$ cat config.mk
export PLATFORM = sky130hd
export DESIGN_NAME = return_stack
export DESIGN_NICKNAME = d
export VERILOG_FILES = /design/src/bp_pkg.sv /design/src/return_stack.sv
export SDC_FILE = /design/constraint.sdc
export NUM_CORES = 1
export LEC_CHECK = 0
export BUFFER_PORTS_ARGS = -buffer_cell sky130_fd_sc_hd__buf_2
export CAP_MARGIN = 10
export CORE_MARGIN = 2
export CORE_UTILIZATION = 39
export CTS_BUF_LIST = sky130_fd_sc_hd__clkbuf_2 sky130_fd_sc_hd__clkbuf_4 sky130_fd_sc_hd__clkbuf_8
export DETAILED_ROUTE_END_ITERATION = 8
export PLACE_DENSITY_LB_ADDON = 0.25
export SLEW_MARGIN = 20
export SYNTH_ARGS = -nofsm -noshare
export SYNTH_HDL_FRONTEND = slang
export SYNTH_SLANG_ARGS = --single-unit
$ cat constraint.sdc
create_clock -name clk_in -period 12.95 [get_ports clk_in]
set_clock_uncertainty 0.05 [all_clocks]
set_input_delay 1.9425 -clock clk_in [delete_from_list [all_inputs] [get_ports clk_in]]
set_output_delay 1.9425 -clock clk_in [all_outputs]
set_load 0.02 [all_outputs]
$ cat src/bp_pkg.sv
package bp_pkg;

  localparam int ADDR_W     = 64;  // virtual address width
  localparam int LINE_BYTES = 64;  // l1i line size
  localparam int INSTR_W    = 32;  // fixed-width a64 encoding

  // opcode patterns, matched on the top bits of each word
  localparam logic [5:0]  OP_B      = 6'b000101;       // bits 31:26
  localparam logic [5:0]  OP_BL     = 6'b100101;       // bits 31:26
  localparam logic [10:0] OP_RET_HI = 11'b11010110010; // bits 31:21
  localparam logic [7:0]  OP_BCOND  = 8'b01010100;     // bits 31:24

  typedef enum logic [1:0] {
    BR_NONE   = 2'd0,
    BR_DIRECT = 2'd1, // b or bl
    BR_RET    = 2'd2,
    BR_COND   = 2'd3
  } br_kind_e;

  // b.cond view of the info field
  typedef struct packed {
    logic [3:0] cond_code;     // instr bits 3:0
    logic       predict_taken; // gshare verdict for this slot
  } br_cond_t;

  // ret view, same five bits
  typedef struct packed {
    logic [4:0] rn; // return register, instr bits 9:5
  } br_ret_t;

  // which view applies follows from kind
  typedef union packed {
    br_cond_t cond;
    br_ret_t  ret;
  } br_info_u;

  typedef struct packed {
    logic              valid;
    br_kind_e          kind;
    logic [ADDR_W-1:0] target;
    br_info_u          info;
  } uop_branch_t;

  // room left here for a request tag
  typedef struct packed {
    logic [ADDR_W-1:0] addr;
  } fetch_req_t;

  typedef logic [LINE_BYTES-1:0][7:0] l1i_line_t; // byte 0 in the low bits

  // resolved branch from execute
  typedef struct packed {
    logic              valid;
    logic              mispredict;
    logic              taken;
    logic [ADDR_W-1:0] pc;
    logic [ADDR_W-1:0] target;
  } resolve_t;

endpackage

$ cat src/return_stack.sv
module return_stack #(
  parameter int RAS_DEPTH = 8
) (
  input  logic                      clk_in,
  input  logic                      rst_N_in,
  input  logic                      push,
  input  logic                      pop,
  input  logic [bp_pkg::ADDR_W-1:0] push_addr,
  output logic [bp_pkg::ADDR_W-1:0] ras_top,
  output logic                      ras_empty
);
  import bp_pkg::*;

  localparam int PTR_W = $clog2(RAS_DEPTH);
  localparam int CNT_W = $clog2(RAS_DEPTH + 1);

  logic [ADDR_W-1:0] mem [RAS_DEPTH];
  logic [PTR_W-1:0]  top;       // slot holding the newest entry
  logic [CNT_W-1:0]  count;     // live entries, saturates at depth
  logic [PTR_W-1:0]  top_inc;
  logic [PTR_W-1:0]  top_dec;

  // circular wrap, depth need not be a power of two
  assign top_inc = (top == PTR_W'(RAS_DEPTH - 1)) ? '0 : top + 1'b1;
  assign top_dec = (top == '0) ? PTR_W'(RAS_DEPTH - 1) : top - 1'b1;

  assign ras_top   = mem[top];
  assign ras_empty = (count == '0);

  always_ff @(posedge clk_in) begin
    if (rst_N_in) begin
      top   <= '0;
      count <= '0;
    end else if (push && pop) begin
      mem[top] <= push_addr; // pop then push, top replaced in place
    end else if (push) begin
      mem[top_inc] <= push_addr; // overwrites oldest when full
      top          <= top_inc;
      if (count != CNT_W'(RAS_DEPTH)) count <= count + 1'b1;
    end else if (pop && !ras_empty) begin
      top   <= top_dec;
      count <= count - 1'b1;
    end
  end

  a_count_max: assert property (@(posedge clk_in) disable iff (rst_N_in)
    count <= CNT_W'(RAS_DEPTH));

endmodule

==> results of run 1 <==
==> placed cells by master (no fill, tap or decap), types with 8 or more instances in the layout <==
cell type,Yosys,routed
edfxtp_1,512,512
buf_2,5,132
mux4_2,128,128
clkbuf_8,0,88
mux2_2,65,65
clkbuf_4,0,27
buf_4,3,19
clkinv_1,0,11
clkinv_2,0,9
nor2_4,0,8
==> per-stage QoR <==
| stage | hold WS (ps) | instances | util |
|---|---|---|---|
| floorplan | 439.9 | 835 | - |
| global placement | 474.4 | 1620 | 0.4257 |
| detailed placement | 476.6 | 1620 | 0.4257 |
| CTS | 483.2 | 1761 | 0.4571 |
| global route | 505.1 | 1762 | 0.4573 |
| finish | 481.0 | 1762 | 0.4573 |
==> registers in the layout, summed over array words and instances (netlist names), named ones only <==
name,flops
top,3
mem,512
count,4
==> power by group through the flow <==
stage / Sequential [mW] / Clock (mW) / Combinational (mW)
finish: 1.99 / 1.35 / 0.710
global route: 2.00 / 1.47 / 0.768
CTS: 2.00 / 1.40 / 0.730
detailed placement: 2.03 / 0 / 0.728
global placement: 2.03 / 0 / 0.724
floorplan: 1.98 / 0 / 0.552
==> layer usage <==
layer	GRT usage	wire length, um
met5	0	0
met3	0.03398	1691
met4	0.05867	820
met1	0.2125	18240
met2	0.2489	19570
==> cells by family (layout without fill, tap and decap cells) <==
family / Yosys count / in the layout
AOI/OAI and AO/OA: 27 / 27
xor gates and xnor gates: 4 / 4
adders and majority gates: 7 / 7
buffers and inverters: 46 / 300
DFF: 522 / 522
muxes: 195 / 195
other: 0 / 1
and+or+nand+nor: 34 / 34
==> cell type report <==
type	count	area share
diodes	1	0.0001086
clock buffers	115	0.06138
clock inverters	26	0.007333
inverters	7	0.001141
multi-input cells	267	0.1815
flip-flops and latches	522	0.6766
well taps	672	0.03650
repair buffers	152	0.03536
==> worst reg2reg max path, delay by kind of cell, from the launching register on <==
family                     cells  cell delay, ps
and+or+nand+nor                2             500
buffers and inverters          3            1220
DFF                            1             440
AOI/OAI and AO/OA              2             380
adders and majority gates      1             370
==> worst max path at each step <==
stage	from	to	slack [ps]	depth (start not counted)
finish	flop	ras_top[5]	7410	4
global route	flop	ras_top[6]	7130	4
CTS	flop	ras_top[46]	7160	4
detailed placement	flop	ras_top[56]	7910	4
global placement	flop	ras_top[47]	7920	4
floorplan	pop	mem[4][0]$_DFFE_PP_	6820	5
==> synth_stat cells, types with 3 or more instances <==
master / count
inv_1: 7
nand2_1: 7
buf_4: 3
edfxtp_1: 512
o31ai_1: 4
mux2_2: 65
buf_1: 9
dfxtp_1: 10
clkbuf_1: 11
buf_2: 5
nand2b_1: 3
ha_1: 6
xnor2_1: 3
a21oi_1: 4
mux4_2: 128
buf_6: 11
nor2_1: 12
o21ai_0: 4
nor3_1: 5
==> impl_metrics.yaml, run 1 <==
setup_path:
  r2r-end: "mem[1][15]$_DFFE_PP_"
  worst-path-max-fanout: 66
  crit_path_top_delay_cell: "dfxtp_4"
  arrival_ps: 3550
  critical_path_class: "flop to primary output"
  slowest_delay_ps: 990
  start_kind: "flop"
  r2r_start: "top[0]$_SDFFE_PP0N_"
  r2r_cells: 8
  crit_path_end_kind: "primary output"
  path_buf_inv: 2
  crit_required_ps: 10960
  rrSetupSlack_ps: 9630
  crit_path_cell_trace: "buf_4, mux4_2, mux2_2, buf_2"
  cp_top_family: "buffers and inverters"
finish:
  area_growth_pct: 15.35
  layout-drive-gt1-share: 0.4472
  layout.nets: 1111
  multi_input_area_um2: 4182
  seq_area_um2: 15590
  design_area_um2: 23030
  n_fill_cell: 4224
die:
  rows: 82
  start_util: 0.3964
  die_w_um: 230.3
  ioPinCount: 133
  die_y_um: 230.3
  core_area_um2: 50380
  dieArea_um2: 53030
place:
  dpl.hpwl_um: 20760
  place_congestion: 0.7033
  dp_slack_ps: 7914
  placed_cell_area_um2: 21450
  portBuffers: 132
logic_synthesis:
  netlist_area_um2: 19970
  synth-compound-area-share: 0.009586
  synth_nets: 910
  syn_area_per_cell_um2: 23.92
  yosysTopAreaCell: "edfxtp_1"
  synth.area.mux_share: 0.1820
  synth-edff-count: 512
  synthAdderAreaFrac: 0.004762
  yosys.area_share.simple: 0.008271
  synth_cell_types: 41
  yosys.area_share.xor_xnor: 0.001754
  synthTopCellsByArea: "edfxtp_1 (77%), mux4_2 (14%), mux2_2 (3.7%)"
  yosysWarnings: 0
  synth_top_family_by_area: "multiplexers"
  synth_top_area_share: 0.7699
  ys_seq_elements: 522
  async_reset_ff_frac: 0
  seq_area_frac_synth: 0.7799
  syn_inst: 835
  synth_flop_cell: "edfxtp_1"
hold_path:
  worstHoldPathType: "flop to flop"
  holdPathEnd: "count[2]$_SDFFE_PP0P_"
  min_from: "count[2]$_SDFFE_PP0P_"
  min_path_cells: 2
drt:
  drt_first_pass_iters: 4
  drt_iter0_drc: 508
  vias: 9043
  drcViolationCount: 0
  drtAntennaViolNets: 0
  via_per_inst: 5.132
  routed_wl_um: 40320
  drt-wirelength-per-cell_um: 22.88
grt:
  first_global_vias: 10013
  globalRouteTotalUtil: 0.1564
  antenna_found_initial: 2
  grt_max_degree: 67
  gr-total-overflow: 0
  grt_pass1_wl_um: 61340
cts:
  cts_tree: "yes"
  post_cts_buffers: 0
  insertion_delay_ps: 650
  cts-root-buf: "clkbuf_8"
  clkSinkCount: 522
  cts_buffers: 86
  clk_pin_slew_ps: 50
  clock_path_buffers: 3
  post_cts_resized: 0
  h-tree-depth: 3
  postCtsHoldBufs: 0
power:
  p_int_mw: 2.984
  power.total_mw: 4.055
  switching_power_mw: 1.071
  p_clk_frac: 0.334
  power_leakage_nw: 7.320
  peakVddDrop_mv: 0.1048
  p_sw_frac: 0.2641
  powerDensity_nw_per_um2: 176.1
  pwr-share-seq: 0.491
  comb_power_share: 0.175
flow_run:
  drv_cap: 0
status:
  run_status: "finished clean"
timing:
  finalHoldViolCount: 0
  max_freq_ghz: 0.1805
  period_needed_ps: 5540
  slew_headroom: 0.3126
  grt_setup_unrepaired: "no"
  final-max-slew-violation-count: 0
  timing.final.crit_share: 0.4278
  setup_ws_ps: 7410
  worst-slew-pin-transition_ps: 1031
  setup_violations: 0
  tns_ps: 0
No activity file was read; power rests on OpenSTA's default activity.
==> run 2: changes to the inputs <==
==> constraint.sdc (replaced) <==
create_clock -name clk_in -period 5.6 [get_ports clk_in]
set_clock_uncertainty 0.05 [all_clocks]
set_input_delay 0.84 -clock clk_in [delete_from_list [all_inputs] [get_ports clk_in]]
set_output_delay 0.84 -clock clk_in [all_outputs]
set_load 0.02 [all_outputs]
==> run 2 against run 1 <==
Net effect:
- final cell count increased by 0.34%
- routed wire length is 1.2% lower
- sequential power is 130% higher
- via count is 0.33% lower
- utilization up 0.18 points
- non-clock buffer count fell by 4
- largest cell class unchanged
==> impl_metrics.yaml, run 2 (synthesized netlist as in run 1, its figures left out) <==
setup_path:
  crit_required_ps: 4710
  r2r_start: "top[0]$_SDFFE_PP0N_"
  worst-path-max-fanout: 63
  critical_path_class: "flop to primary output"
  start_kind: "flop"
  crit_path_end_kind: "primary output"
  path_buf_inv: 2
  cp_top_family: "multiplexers"
  arrival_ps: 2900
  crit_path_cell_trace: "buf_12, mux4_2, mux2_2, buf_2"
  crit_path_top_delay_cell: "dfxtp_4"
  r2r_cells: 7
  slowest_delay_ps: 620
  crit_cells: 4
drt:
  drcViolationCount: 0
  drt_iter0_drc: 548
  vias: 9013
  drt-wirelength-per-cell_um: 22.54
  drt_first_pass_iters: 5
  via_per_inst: 5.098
  routed_wl_um: 39840
  drtAntennaViolNets: 0
timing:
  finalHoldViolCount: 0
  period_needed_ps: 3792
  worst-slew-pin-transition_ps: 1007
  timing.final.crit_share: 0.6771
  tns_ps: 0
  grt_setup_unrepaired: "no"
  max_freq_ghz: 0.2637
  slew_headroom: 0.3271
  final-max-slew-violation-count: 0
  setup_violations: 0
  timing.hold.ws_ps: 416.1
finish:
  largest_reg_flops: 512
  area_growth_pct: 15.81
  layout-drive-gt1-share: 0.4429
  layout.nets: 1107
  layout.cells.non_filler: 1768
  final_cell_mix: "edfxtp_1 (512), buf_2 (132), mux4_2 (128)"
  final_common_cell: "edfxtp_1"
  largestRegisters: "mem x512, count x4, top x3"
  top_register: "mem"
grt:
  antenna_found_initial: 5
  first_global_vias: 9851
  grt_max_degree: 65
  globalRouteTotalUtil: 0.1538
  grt_pass1_wl_um: 60490
  gr-total-overflow: 0
status:
  run_status: "finished clean"
cts:
  cts_tree: "yes"
  post_cts_buffers: 0
  clkSinkCount: 522
  clk_pin_slew_ps: 60
  clock_path_buffers: 3
  post_cts_resized: 0
  cts_buffers: 86
  h-tree-depth: 3
  postCtsHoldBufs: 0
  cts-root-buf: "clkbuf_8"
  insertion_delay_ps: 640
die:
  ioPinCount: 133
  rows: 82
  die_y_um: 230.3
  dieArea_um2: 53030
  start_util: 0.3964
  core_area_um2: 50380
  die_w_um: 230.3
power:
  peakVddDrop_mv: 0.1840
  power.total_mw: 9.379
  powerDensity_nw_per_um2: 405.5
  power_leakage_nw: 7.321
place:
  place_congestion: 0.7230
  place_inst: 1616
  portBuffers: 132
  dpl.hpwl_um: 22090
hold_path:
  min_from: "push_addr[31]"
  min_path_cells: 1
  worstHoldPathType: "input pin to flop"
flow_run:
  drv_cap: 0
==> run 2: changes by cell type in the layout (fill, tap and decap cells not counted) <==
cell	delta
clkinv_2	+2
clkinv_1	+8
inv_6	-1
buf_6	-1
buf_12	+8
clkbuf_4	-1
clkinv_8	-1
inv_8	-1
clkinvlp_4	+4
buf_4	-11
==> run 2: final cells by class <==
cell class              count  area [um2]
diodes                      1       2.502
repair buffers            148       880.8
multi-input cells         267        4182
inverters                   7       26.28
well taps                 672       840.8
fillers                  4189       27250
clock inverters            37       202.7
flip-flops and latches    522       15590
clock buffers             114        1406
==> run 2: final timing paths <==
check | endpoint | slack, ps
max | ras_top[3] | 1810
min | mem[5][31]$_DFFE_PP_ | 420
max reg2reg | mem[5][46]$_DFFE_PP_ | 2450
min reg2reg | count[1]$_SDFFE_PP0P_ | 480
==> run 2: where the power goes <==
group,leakage (nW),internal (mW),total (mW),switching (mW)
Clock,0.845,1.68,3.10,1.42
Combinational,1.77,0.774,1.69,0.916
Sequential,4.71,4.46,4.59,0.128
==> run 2: routing by layer <==
| layer | routed length (um) | vias to the layer above | GRT usage |
|---|---|---|---|
| met2 | 19540 | 215 | 0.2467 |
| met4 | 697 | 8 | 0.05585 |
| met3 | 2232 | 58 | 0.04080 |
| met5 | 43 | - | 0 |
| li1 | - | 3972 | - |
| met1 | 17330 | 4760 | 0.2027 |
==> run 2: through the flow <==
stage | setup WS, ps | util | cell area [um2]
finish | 1808 | 0.4591 | 23130
global placement | 1879 | 0.4271 | 21520
CTS | 1666 | 0.4590 | 23120
detailed placement | 1925 | 0.4271 | 21520
floorplan | 572.5 | - | 19970
global route | 1611 | 0.4590 | 23120
