### config.mk
export PLATFORM = sky130hd
export DESIGN_NAME = fetch_pc_gen
export DESIGN_NICKNAME = d
export VERILOG_FILES = /design/src/bp_pkg.sv /design/src/fetch_pc_gen.sv
export SDC_FILE = /design/constraint.sdc
export NUM_CORES = 1
export LEC_CHECK = 0
export BUFFER_PORTS_ARGS = -buffer_cell sky130_fd_sc_hd__buf_4
export CORE_ASPECT_RATIO = 0.75
export CORE_MARGIN = 5
export CORE_UTILIZATION = 49
export DETAILED_ROUTE_END_ITERATION = 6
export PLACE_DENSITY = 0.79
export SKIP_LAST_GASP = 1
export SLEW_MARGIN = 20
export SYNTH_ARGS = -nofsm -noshare
export SYNTH_HDL_FRONTEND = slang
export SYNTH_SLANG_ARGS = --single-unit
export TNS_END_PERCENT = 10
### constraint.sdc
create_clock -name clk_in -period 8.93 [get_ports clk_in]
set_input_delay 2.2325 -clock clk_in [delete_from_list [all_inputs] [get_ports clk_in]]
set_output_delay 2.2325 -clock clk_in [all_outputs]
set_load 0.005 [all_outputs]
### src/bp_pkg.sv
package bp_pkg;

  localparam int ADDR_W     = 64;  // virtual address width
  localparam int LINE_BYTES = 64;  // l1i line size
  localparam int INSTR_W    = 32;  // fixed-width a64 encoding

  // opcode patterns, matched on the top bits of each word
  localparam logic [5:0]  OP_B      = 6'b000101;       // bits 31:26
  localparam logic [5:0]  OP_BL     = 6'b100101;       // bits 31:26
  localparam logic [10:0] OP_RET_HI = 11'b11010110010; // bits 31:21
  localparam logic [7:0]  OP_BCOND  = 8'b01010100;     // bits 31:24

  typedef enum logic [1:0] {
    BR_NONE   = 2'd0,
    BR_DIRECT = 2'd1, // b or bl
    BR_RET    = 2'd2,
    BR_COND   = 2'd3
  } br_kind_e;

  // b.cond view of the info field
  typedef struct packed {
    logic [3:0] cond_code;     // instr bits 3:0
    logic       predict_taken; // gshare verdict for this slot
  } br_cond_t;

  // ret view, same five bits
  typedef struct packed {
    logic [4:0] rn; // return register, instr bits 9:5
  } br_ret_t;

  // which view applies follows from kind
  typedef union packed {
    br_cond_t cond;
    br_ret_t  ret;
  } br_info_u;

  typedef struct packed {
    logic              valid;
    br_kind_e          kind;
    logic [ADDR_W-1:0] target;
    br_info_u          info;
  } uop_branch_t;

  // room left here for a request tag
  typedef struct packed {
    logic [ADDR_W-1:0] addr;
  } fetch_req_t;

  typedef logic [LINE_BYTES-1:0][7:0] l1i_line_t; // byte 0 in the low bits

  // resolved branch from execute
  typedef struct packed {
    logic              valid;
    logic              mispredict;
    logic              taken;
    logic [ADDR_W-1:0] pc;
    logic [ADDR_W-1:0] target;
  } resolve_t;

endpackage

### src/fetch_pc_gen.sv
module fetch_pc_gen #(
  parameter logic [bp_pkg::ADDR_W-1:0] RESET_PC = 64'h1000
) (
  input  logic                      clk_in,
  input  logic                      rst_N_in,
  input  bp_pkg::resolve_t          resolve,
  input  logic                      next_valid,
  input  logic [bp_pkg::ADDR_W-1:0] next_pc,
  input  logic                      l1i_ready,
  input  logic                      l1i_valid,
  output logic                      l1i_req_valid,
  output bp_pkg::fetch_req_t        l1i_req,
  output logic                      line_accept,
  output logic [bp_pkg::ADDR_W-1:0] fetch_addr
);
  import bp_pkg::*;

  logic              boot;        // first request still to go out
  logic              outstanding; // handshake done, line not back yet
  logic              wait_s2;     // line taken, stage 2 computing next pc
  logic              stale;       // line in flight belongs to a wrong path
  logic [ADDR_W-1:0] redir_pc;    // target parked until the stale line drains
  logic              redirect;
  logic              line_back;
  logic              in_flight;

  assign redirect  = resolve.valid && resolve.mispredict;
  assign line_back = outstanding && l1i_valid;
  assign in_flight = l1i_req_valid || (outstanding && !l1i_valid); // address committed to cache

  // a line is dropped when stale or when a redirect lands in its return cycle
  assign line_accept = line_back && !stale && !redirect;

  always_ff @(posedge clk_in) begin
    if (rst_N_in) begin
      boot          <= 1'b1;
      l1i_req_valid <= 1'b0;
      l1i_req.addr  <= RESET_PC;
      outstanding   <= 1'b0;
      wait_s2       <= 1'b0;
      stale         <= 1'b0;
    end else if (redirect && !in_flight) begin
      // nothing owed by the cache, go straight to the target
      boot          <= 1'b0;
      l1i_req_valid <= 1'b1;
      l1i_req.addr  <= resolve.target;
      outstanding   <= 1'b0;
      wait_s2       <= 1'b0; // stage 2 next_pc is now wrong path
      stale         <= 1'b0;
    end else begin
      if (redirect) begin
        stale    <= 1'b1; // request address is frozen, drop its line instead
        redir_pc <= resolve.target;
      end
      if (boot) begin
        boot          <= 1'b0;
        l1i_req_valid <= 1'b1; // address already RESET_PC
      end
      if (l1i_req_valid && l1i_ready) begin
        l1i_req_valid <= 1'b0;
        outstanding   <= 1'b1;
        fetch_addr    <= l1i_req.addr; // held for predecode
      end
      if (line_back) begin
        outstanding <= 1'b0;
        if (stale) begin
          stale         <= 1'b0;
          l1i_req_valid <= 1'b1; // refetch from the redirect target
          l1i_req.addr  <= redir_pc;
        end else begin
          wait_s2 <= 1'b1;
        end
      end
      if (wait_s2 && next_valid) begin
        wait_s2       <= 1'b0;
        l1i_req_valid <= 1'b1;
        l1i_req.addr  <= next_pc;
      end
    end
  end

  // a request waiting on the cache keeps its address
  a_req_hold: assert property (@(posedge clk_in) disable iff (rst_N_in)
    l1i_req_valid && !l1i_ready |=> l1i_req_valid && $stable(l1i_req));

endmodule

==> flow_summary.json, run 1 <==
{
  "via_per_inst": 6.05,
  "postCtsSetupRepairBufs": 0,
  "path_cells": "buf_4, and2_2, buf_4, nor3_1, buf_4",
  "slowest_stage": "buf_4",
  "yosysUniqueCellTypes": 26,
  "startpoint_type": "input port",
  "path_class": "in -> out",
  "post_drt_wl_per_cell_um": 22.7,
  "htreeDepth": 4,
  "grt_overflow": 0,
  "grt.total_usage_pct": 25.1,
  "ys_async_sr_fraction_pct": 0,
  "cellPowerDensity_mw_per_mm2": 177,
  "synth_largest_area_cell": "edfxtp_1",
  "ys_top_cells_by_area": "edfxtp_1, dfxtp_1, and4_1, a211oi_1, o41ai_2",
  "yosysMostFrequentCell": "edfxtp_1",
  "cts_resized": 0,
  "synth_ff_type": "edfxtp_1",
  "wl_mm": 26.0,
  "cp.arrival_ns": 3.44,
  "fp.dieArea_mm2": 0.0203,
  "finClkSkew_ns": 0.0110,
  "io_buffers": 264,
  "rsz0062_at_grt": "false",
  "fp.coreArea_mm2": 0.0170,
  "maxCapViolations": 0,
  "max_freq_mhz": 176,
  "firstDrtPassIters": 6,
  "grt_start_max_net_pins": 69,
  "netlist_instances": 689,
  "drt.antenna.violating_nets": 0,
  "row_count": 41,
  "hold_violations": 0,
  "fill_cells": 1287,
  "antenna_cells": 0,
  "clk_latency_ns": 0.44,
  "cts_made_buffers": 17,
  "ys_seq_area_share_pct": 61.0,
  "antenna_found_initial": 0,
  "place_hpwl_mm": 15.3,
  "synth_common_cells": "edfxtp_1, dfxtp_1, nor2_1, a211oi_1, and4_1",
  "cts_max_path_buffers": 2,
  "leakagePower_nw": 4.38,
  "setup_viol": 0,
  "clkSinkCount": 197,
  "synth_edf_count": 128,
  "yosysTopAreaCellShare_pct": 44.9,
  "crit_path_end_kind": "output port",
  "first_iter_violations": 770,
  "drv_slew": 0,
  "cts_tree": "yes",
  "crit_fanout": 68,
  "yosys_register_bits": 197,
  "seqCellArea_mm2": 0.00523,
  "status": "complete, no violations",
  "start_util_pct": 50.5,
  "avgSynthCellArea_um2": 12.4,
  "vias": 6941,
  "tns_ns": 0,
  "clk_root_buffer_cell": "clkbuf_16",
  "drc": 0,
  "die_h_um": 125,
  "multi_input_area_mm2": 0.00299,
  "peakVddDrop_mv": 0.119,
  "ioPinCount": 330,
  "worstMarginPinSlew_ns": 1.04,
  "syn_nets": 889,
  "min_period_over_period_pct": 63.6,
  "grt_pass1_vias": 6940,
  "syn2layout_area_growth_pct": 30.1,
  "period_needed_ns": 5.68,
  "critical_path.most_common_cell": "buf_4",
  "layout.nets": 1098,
  "die_w_um": 163,
  "hold_class": "reg -> reg",
  "layout-drive-gt1-share_pct": 37.7,
  "yosysWarnings": 0,
  "total_power_w": 0.00198,
  "max_stage_delay_ns": 0.65,
  "grt_pass1_wl_mm": 40.5,
  "routabilityCongestion": 0.790,
  "netlist_area_mm2": 0.00857,
  "clkTransAtPathRegs_ns": 0.07,
  "cp.required_ns": 6.70,
  "relSlewSlack_pct": 30.4,
  "cts-hold-fix-buffers": 0
}
==> power by group <==
group / leakage (nW) / internal (W) / switching, W / total, W
logic: 2.34 / 0.0000991 / 0.000112 / 0.000211
registers: 1.77 / 0.00101 / 0.0000197 / 0.00103
clock network: 0.270 / 0.000387 / 0.000352 / 0.000739
==> per-layer routing <==
metal | global-route usage (%) | wire, µm | share of wire, % | up-vias
met2 | 39.1 | 12300 | 47 | 341
met1 | 35.1 | 10900 | 42 | 3402
met5 | 0 | 0 | 0 | -
met3 | 6.45 | 2380 | 9.2 | 37
li1 | - | - | - | 3161
met4 | 6.41 | 388 | 1.5 | 0
==> flip-flops by register name, indices dropped and copies added (netlist names) <==
register       cells
l1i_req           64
fetch_addr        64
outstanding        1
redir_pc          64
wait_s2            1
l1i_req_valid      1
stale              1
boot               1
==> worst max-delay path: cells and delay by family <==
family / cells / cell delay [ns]
buf+inv: 3 / 0.92
simple gates: 2 / 0.27
==> layout make-up <==
cell class | count | area share (%)
clock buffer | 17 | 3.82
clock inverter | 15 | 1.16
inverter | 1 | 0.0337
multi-input combinational | 405 | 26.8
sequential | 197 | 46.9
tap | 236 | 2.65
timing repair buffer | 276 | 18.6
==> cell usage in the layout (no fill, tap or decap), drive strengths merged, types with 2 or more instances in the layout <==
master,count
nand2b,2
a41oi,2
and2,2
nor3,4
clkinv,7
nand4,63
nor2b,63
edfxtp,128
nor2,66
clkinvlp,2
and4,64
nand2,4
dfxtp,69
o41ai,63
nand3,2
clkbuf,17
buf,276
o21ai,2
a211oi,64
inv,6
==> final timing paths <==
check	start	to	slack (ns)	cells after the start
setup / recovery	resolve[130]	line_accept	3.25	5
hold / removal	l1i_req[40]	fetch_addr[40]	0.46	0
setup reg to reg	outstanding	redir_pc[41]	6.29	5
hold reg to reg	l1i_req[40]	fetch_addr[40]	0.46	0
==> metrics by stage <==
step                std cells  cell area, µm²  setup WS [ns]  util (%)  hold slack, ns
floorplan                 689            8570          0.994         -           0.455
global placement         1115           10600           3.34      62.4           0.443
detailed placement       1115           10600           3.26      62.4           0.444
CTS                      1147           11100           3.25      65.6           0.463
global route             1147           11100           3.19      65.6           0.478
finish                   1147           11100           3.25      65.6           0.463
==> cell families (layout without fill, tap and decap cells) <==
group,Yosys count,in the layout,share of synthesized area [%]
AOI/OAI and AO/OA,134,134,15.0
buffers and inverters,87,309,4.41
DFF,197,197,61.0
and+or+nand+nor,271,271,19.6
No activity file was read; power rests on OpenSTA's default activity.
==> run 2: changes to the inputs <==
clock period = 5.8 ns   (was 8.93 ns; I/O delays follow)
==> run 2 against run 1 <==
Clock power increased by 58%. Hold slack lost 0.0028 ns. Global-route usage fell by 0.21 points. Power grew 56%. Via count increased by 0.91%. Sequential share of layout area is 0.18 points lower. Register-to-register slack got worse by 3.3 ns. First-iteration DRC count shrank 26%. Non-clock buffer count increased by 1. Wire length rose by 0.12%.
==> flow_summary.json, run 2 (synthesis gave the netlist of run 1 again) <==
{
  "p_seq_share_pct": 51.5,
  "start_util_pct": 50.5,
  "firstDrtPassIters": 5,
  "place_hpwl_mm": 15.6,
  "switchingPower_w": 0.000759,
  "cp.arrival_ns": 2.50,
  "io_buffers": 264,
  "period_needed_ns": 3.95,
  "first_iter_violations": 569,
  "grt_overflow": 0,
  "cts_max_path_buffers": 2,
  "grt_pass1_wl_mm": 40.3,
  "fp.coreArea_mm2": 0.0170,
  "cts_tree": "yes",
  "peakVddDrop_mv": 0.188,
  "regToRegEndpoint": "redir_pc[43]",
  "clk_latency_ns": 0.44,
  "clkTransAtPathRegs_ns": 0.07,
  "layout.nets": 1099,
  "fp.dieArea_mm2": 0.0203,
  "cellPowerDensity_mw_per_mm2": 275,
  "layout-drive-gt1-share_pct": 37.9,
  "die_h_um": 125,
  "top_regs": "fetch_addr x64, l1i_req x64, redir_pc x64",
  "hold_class": "reg -> reg",
  "slowest_stage": "buf_4",
  "maxCapViolations": 0,
  "internal_power_w": 0.00232,
  "finClkSkew_ns": 0.00966,
  "combPwrFrac_pct": 10.4,
  "cts_made_buffers": 17,
  "layout_common_cells": "buf_4, edfxtp_1, dfxtp_1, nor2_1",
  "rsz0062_at_grt": "false",
  "post_drt_wl_per_cell_um": 22.7,
  "crit_fanout": 67,
  "drc": 0,
  "drt.antenna.violating_nets": 0,
  "max_stage_delay_ns": 0.50,
  "critPathBufInv": 2,
  "critical_path.most_common_cell": "buf_4",
  "final_common_cell": "buf_4",
  "p_clk_share_pct": 38.1,
  "antenna_cells": 0,
  "max_freq_mhz": 253,
  "via_per_inst": 6.10,
  "tns_ns": 0,
  "routabilityCongestion": 0.775,
  "grt_pass1_vias": 6905,
  "cpLargestDelayFamily": "buffers and inverters",
  "hold_violations": 0,
  "path_class": "in -> out",
  "status": "complete, no violations",
  "r2r_start": "outstanding",
  "clkSinkCount": 197,
  "total_power_w": 0.00308,
  "antenna_found_initial": 0,
  "setup_viol": 0,
  "row_count": 41,
  "clk_root_buffer_cell": "clkbuf_16",
  "swShare_pct": 24.6,
  "r2r_cells": 4,
  "die_w_um": 163,
  "hold-path-endpoint": "fetch_addr[8]",
  "htreeDepth": 4,
  "grt_start_max_net_pins": 90,
  "rrSetupSlack_ns": 2.99,
  "leakagePower_nw": 4.41,
  "drv_slew": 0,
  "cts-hold-fix-buffers": 0,
  "syn2layout_area_growth_pct": 30.6,
  "ioPinCount": 330,
  "cp.required_ns": 4.35,
  "path_cells": "buf_4, nand2_1, nor3_1, buf_4",
  "cts_resized": 0,
  "startpoint_type": "input port",
  "vias": 7004,
  "min_period_over_period_pct": 68.1,
  "min_path_cells": 0,
  "postCtsSetupRepairBufs": 0,
  "worstMarginPinSlew_ns": 1.10,
  "relSlewSlack_pct": 26.7,
  "grt.total_usage_pct": 24.9,
  "utilization_pct": 65.9,
  "wl_mm": 26.0,
  "crit_path_end_kind": "output port",
  "hold_start": "l1i_req[8]"
}
-- run 2: cell count changes in the layout (fill, tap and decap cells not counted), moves of 2 or more --
cell,change
clkinv_4,+4
inv_8,+2
clkinv_2,-2
clkinv_1,-2
inv_6,-2
-- run 2: layout make-up --
| cell class | instances | area [µm²] |
|---|---|---|
| multi-input cells | 405 | 3000 |
| flip-flops and latches | 197 | 5230 |
| fillers | 1284 | 5800 |
| clock inverters | 14 | 144 |
| well taps | 236 | 295 |
| inverters | 1 | 3.75 |
| clock buffers | 18 | 439 |
| repair buffers | 277 | 2080 |
-- run 2: worst max path at each step --
stage	start	end	slack (ns)	cells after the start
6_report	l1i_valid	line_accept	1.85	4
4_1_cts	l1i_valid	line_accept	1.84	4
2_1_floorplan	resolve[130]	redir_pc[0]	0.63	7
5_1_grt	l1i_valid	line_accept	1.76	4
3_5_place_dp	resolve[130]	redir_pc[51]	1.76	5
3_3_place_gp	resolve[130]	redir_pc[42]	1.80	5
-- run 2: worst register-to-register path: cells and delay by family, from the launching register on --
kind / cells / cell delay, ns
AND/OR/NAND/NOR: 3 / 0.92
flip-flops: 1 / 0.76
buffers and inverters: 1 / 0.73
-- run 2: power groups by stage --
stage	logic (W)	clock network, W	registers [W]
CTS	0.000321	0.00119	0.00159
global placement	0.000314	0	0.00161
finish	0.000321	0.00117	0.00159
floorplan	0.000146	0	0.00161
global route	0.000345	0.00125	0.00159
detailed placement	0.000320	0	0.00162
-- run 2: layer usage --
| metal | vias up | GRT usage, % | wire length (µm) |
|---|---|---|---|
| met2 | 343 | 37.9 | 12300 |
| met4 | 0 | 6.85 | 332 |
| met1 | 3460 | 35.1 | 10900 |
| li1 | 3172 | - | - |
| met5 | - | 0 | 0 |
| met3 | 29 | 6.78 | 2410 |
-- run 2: per-stage QoR --
stage | hold slack [ns] | std cells | setup WS (ns) | area [µm²]
6_report | 0.461 | 1148 | 1.85 | 11200
3_5_place_dp | 0.447 | 1116 | 1.76 | 10600
4_1_cts | 0.465 | 1148 | 1.84 | 11200
3_3_place_gp | 0.444 | 1116 | 1.80 | 10600
5_1_grt | 0.469 | 1148 | 1.76 | 11200
2_1_floorplan | 0.455 | 689 | 0.630 | 8570
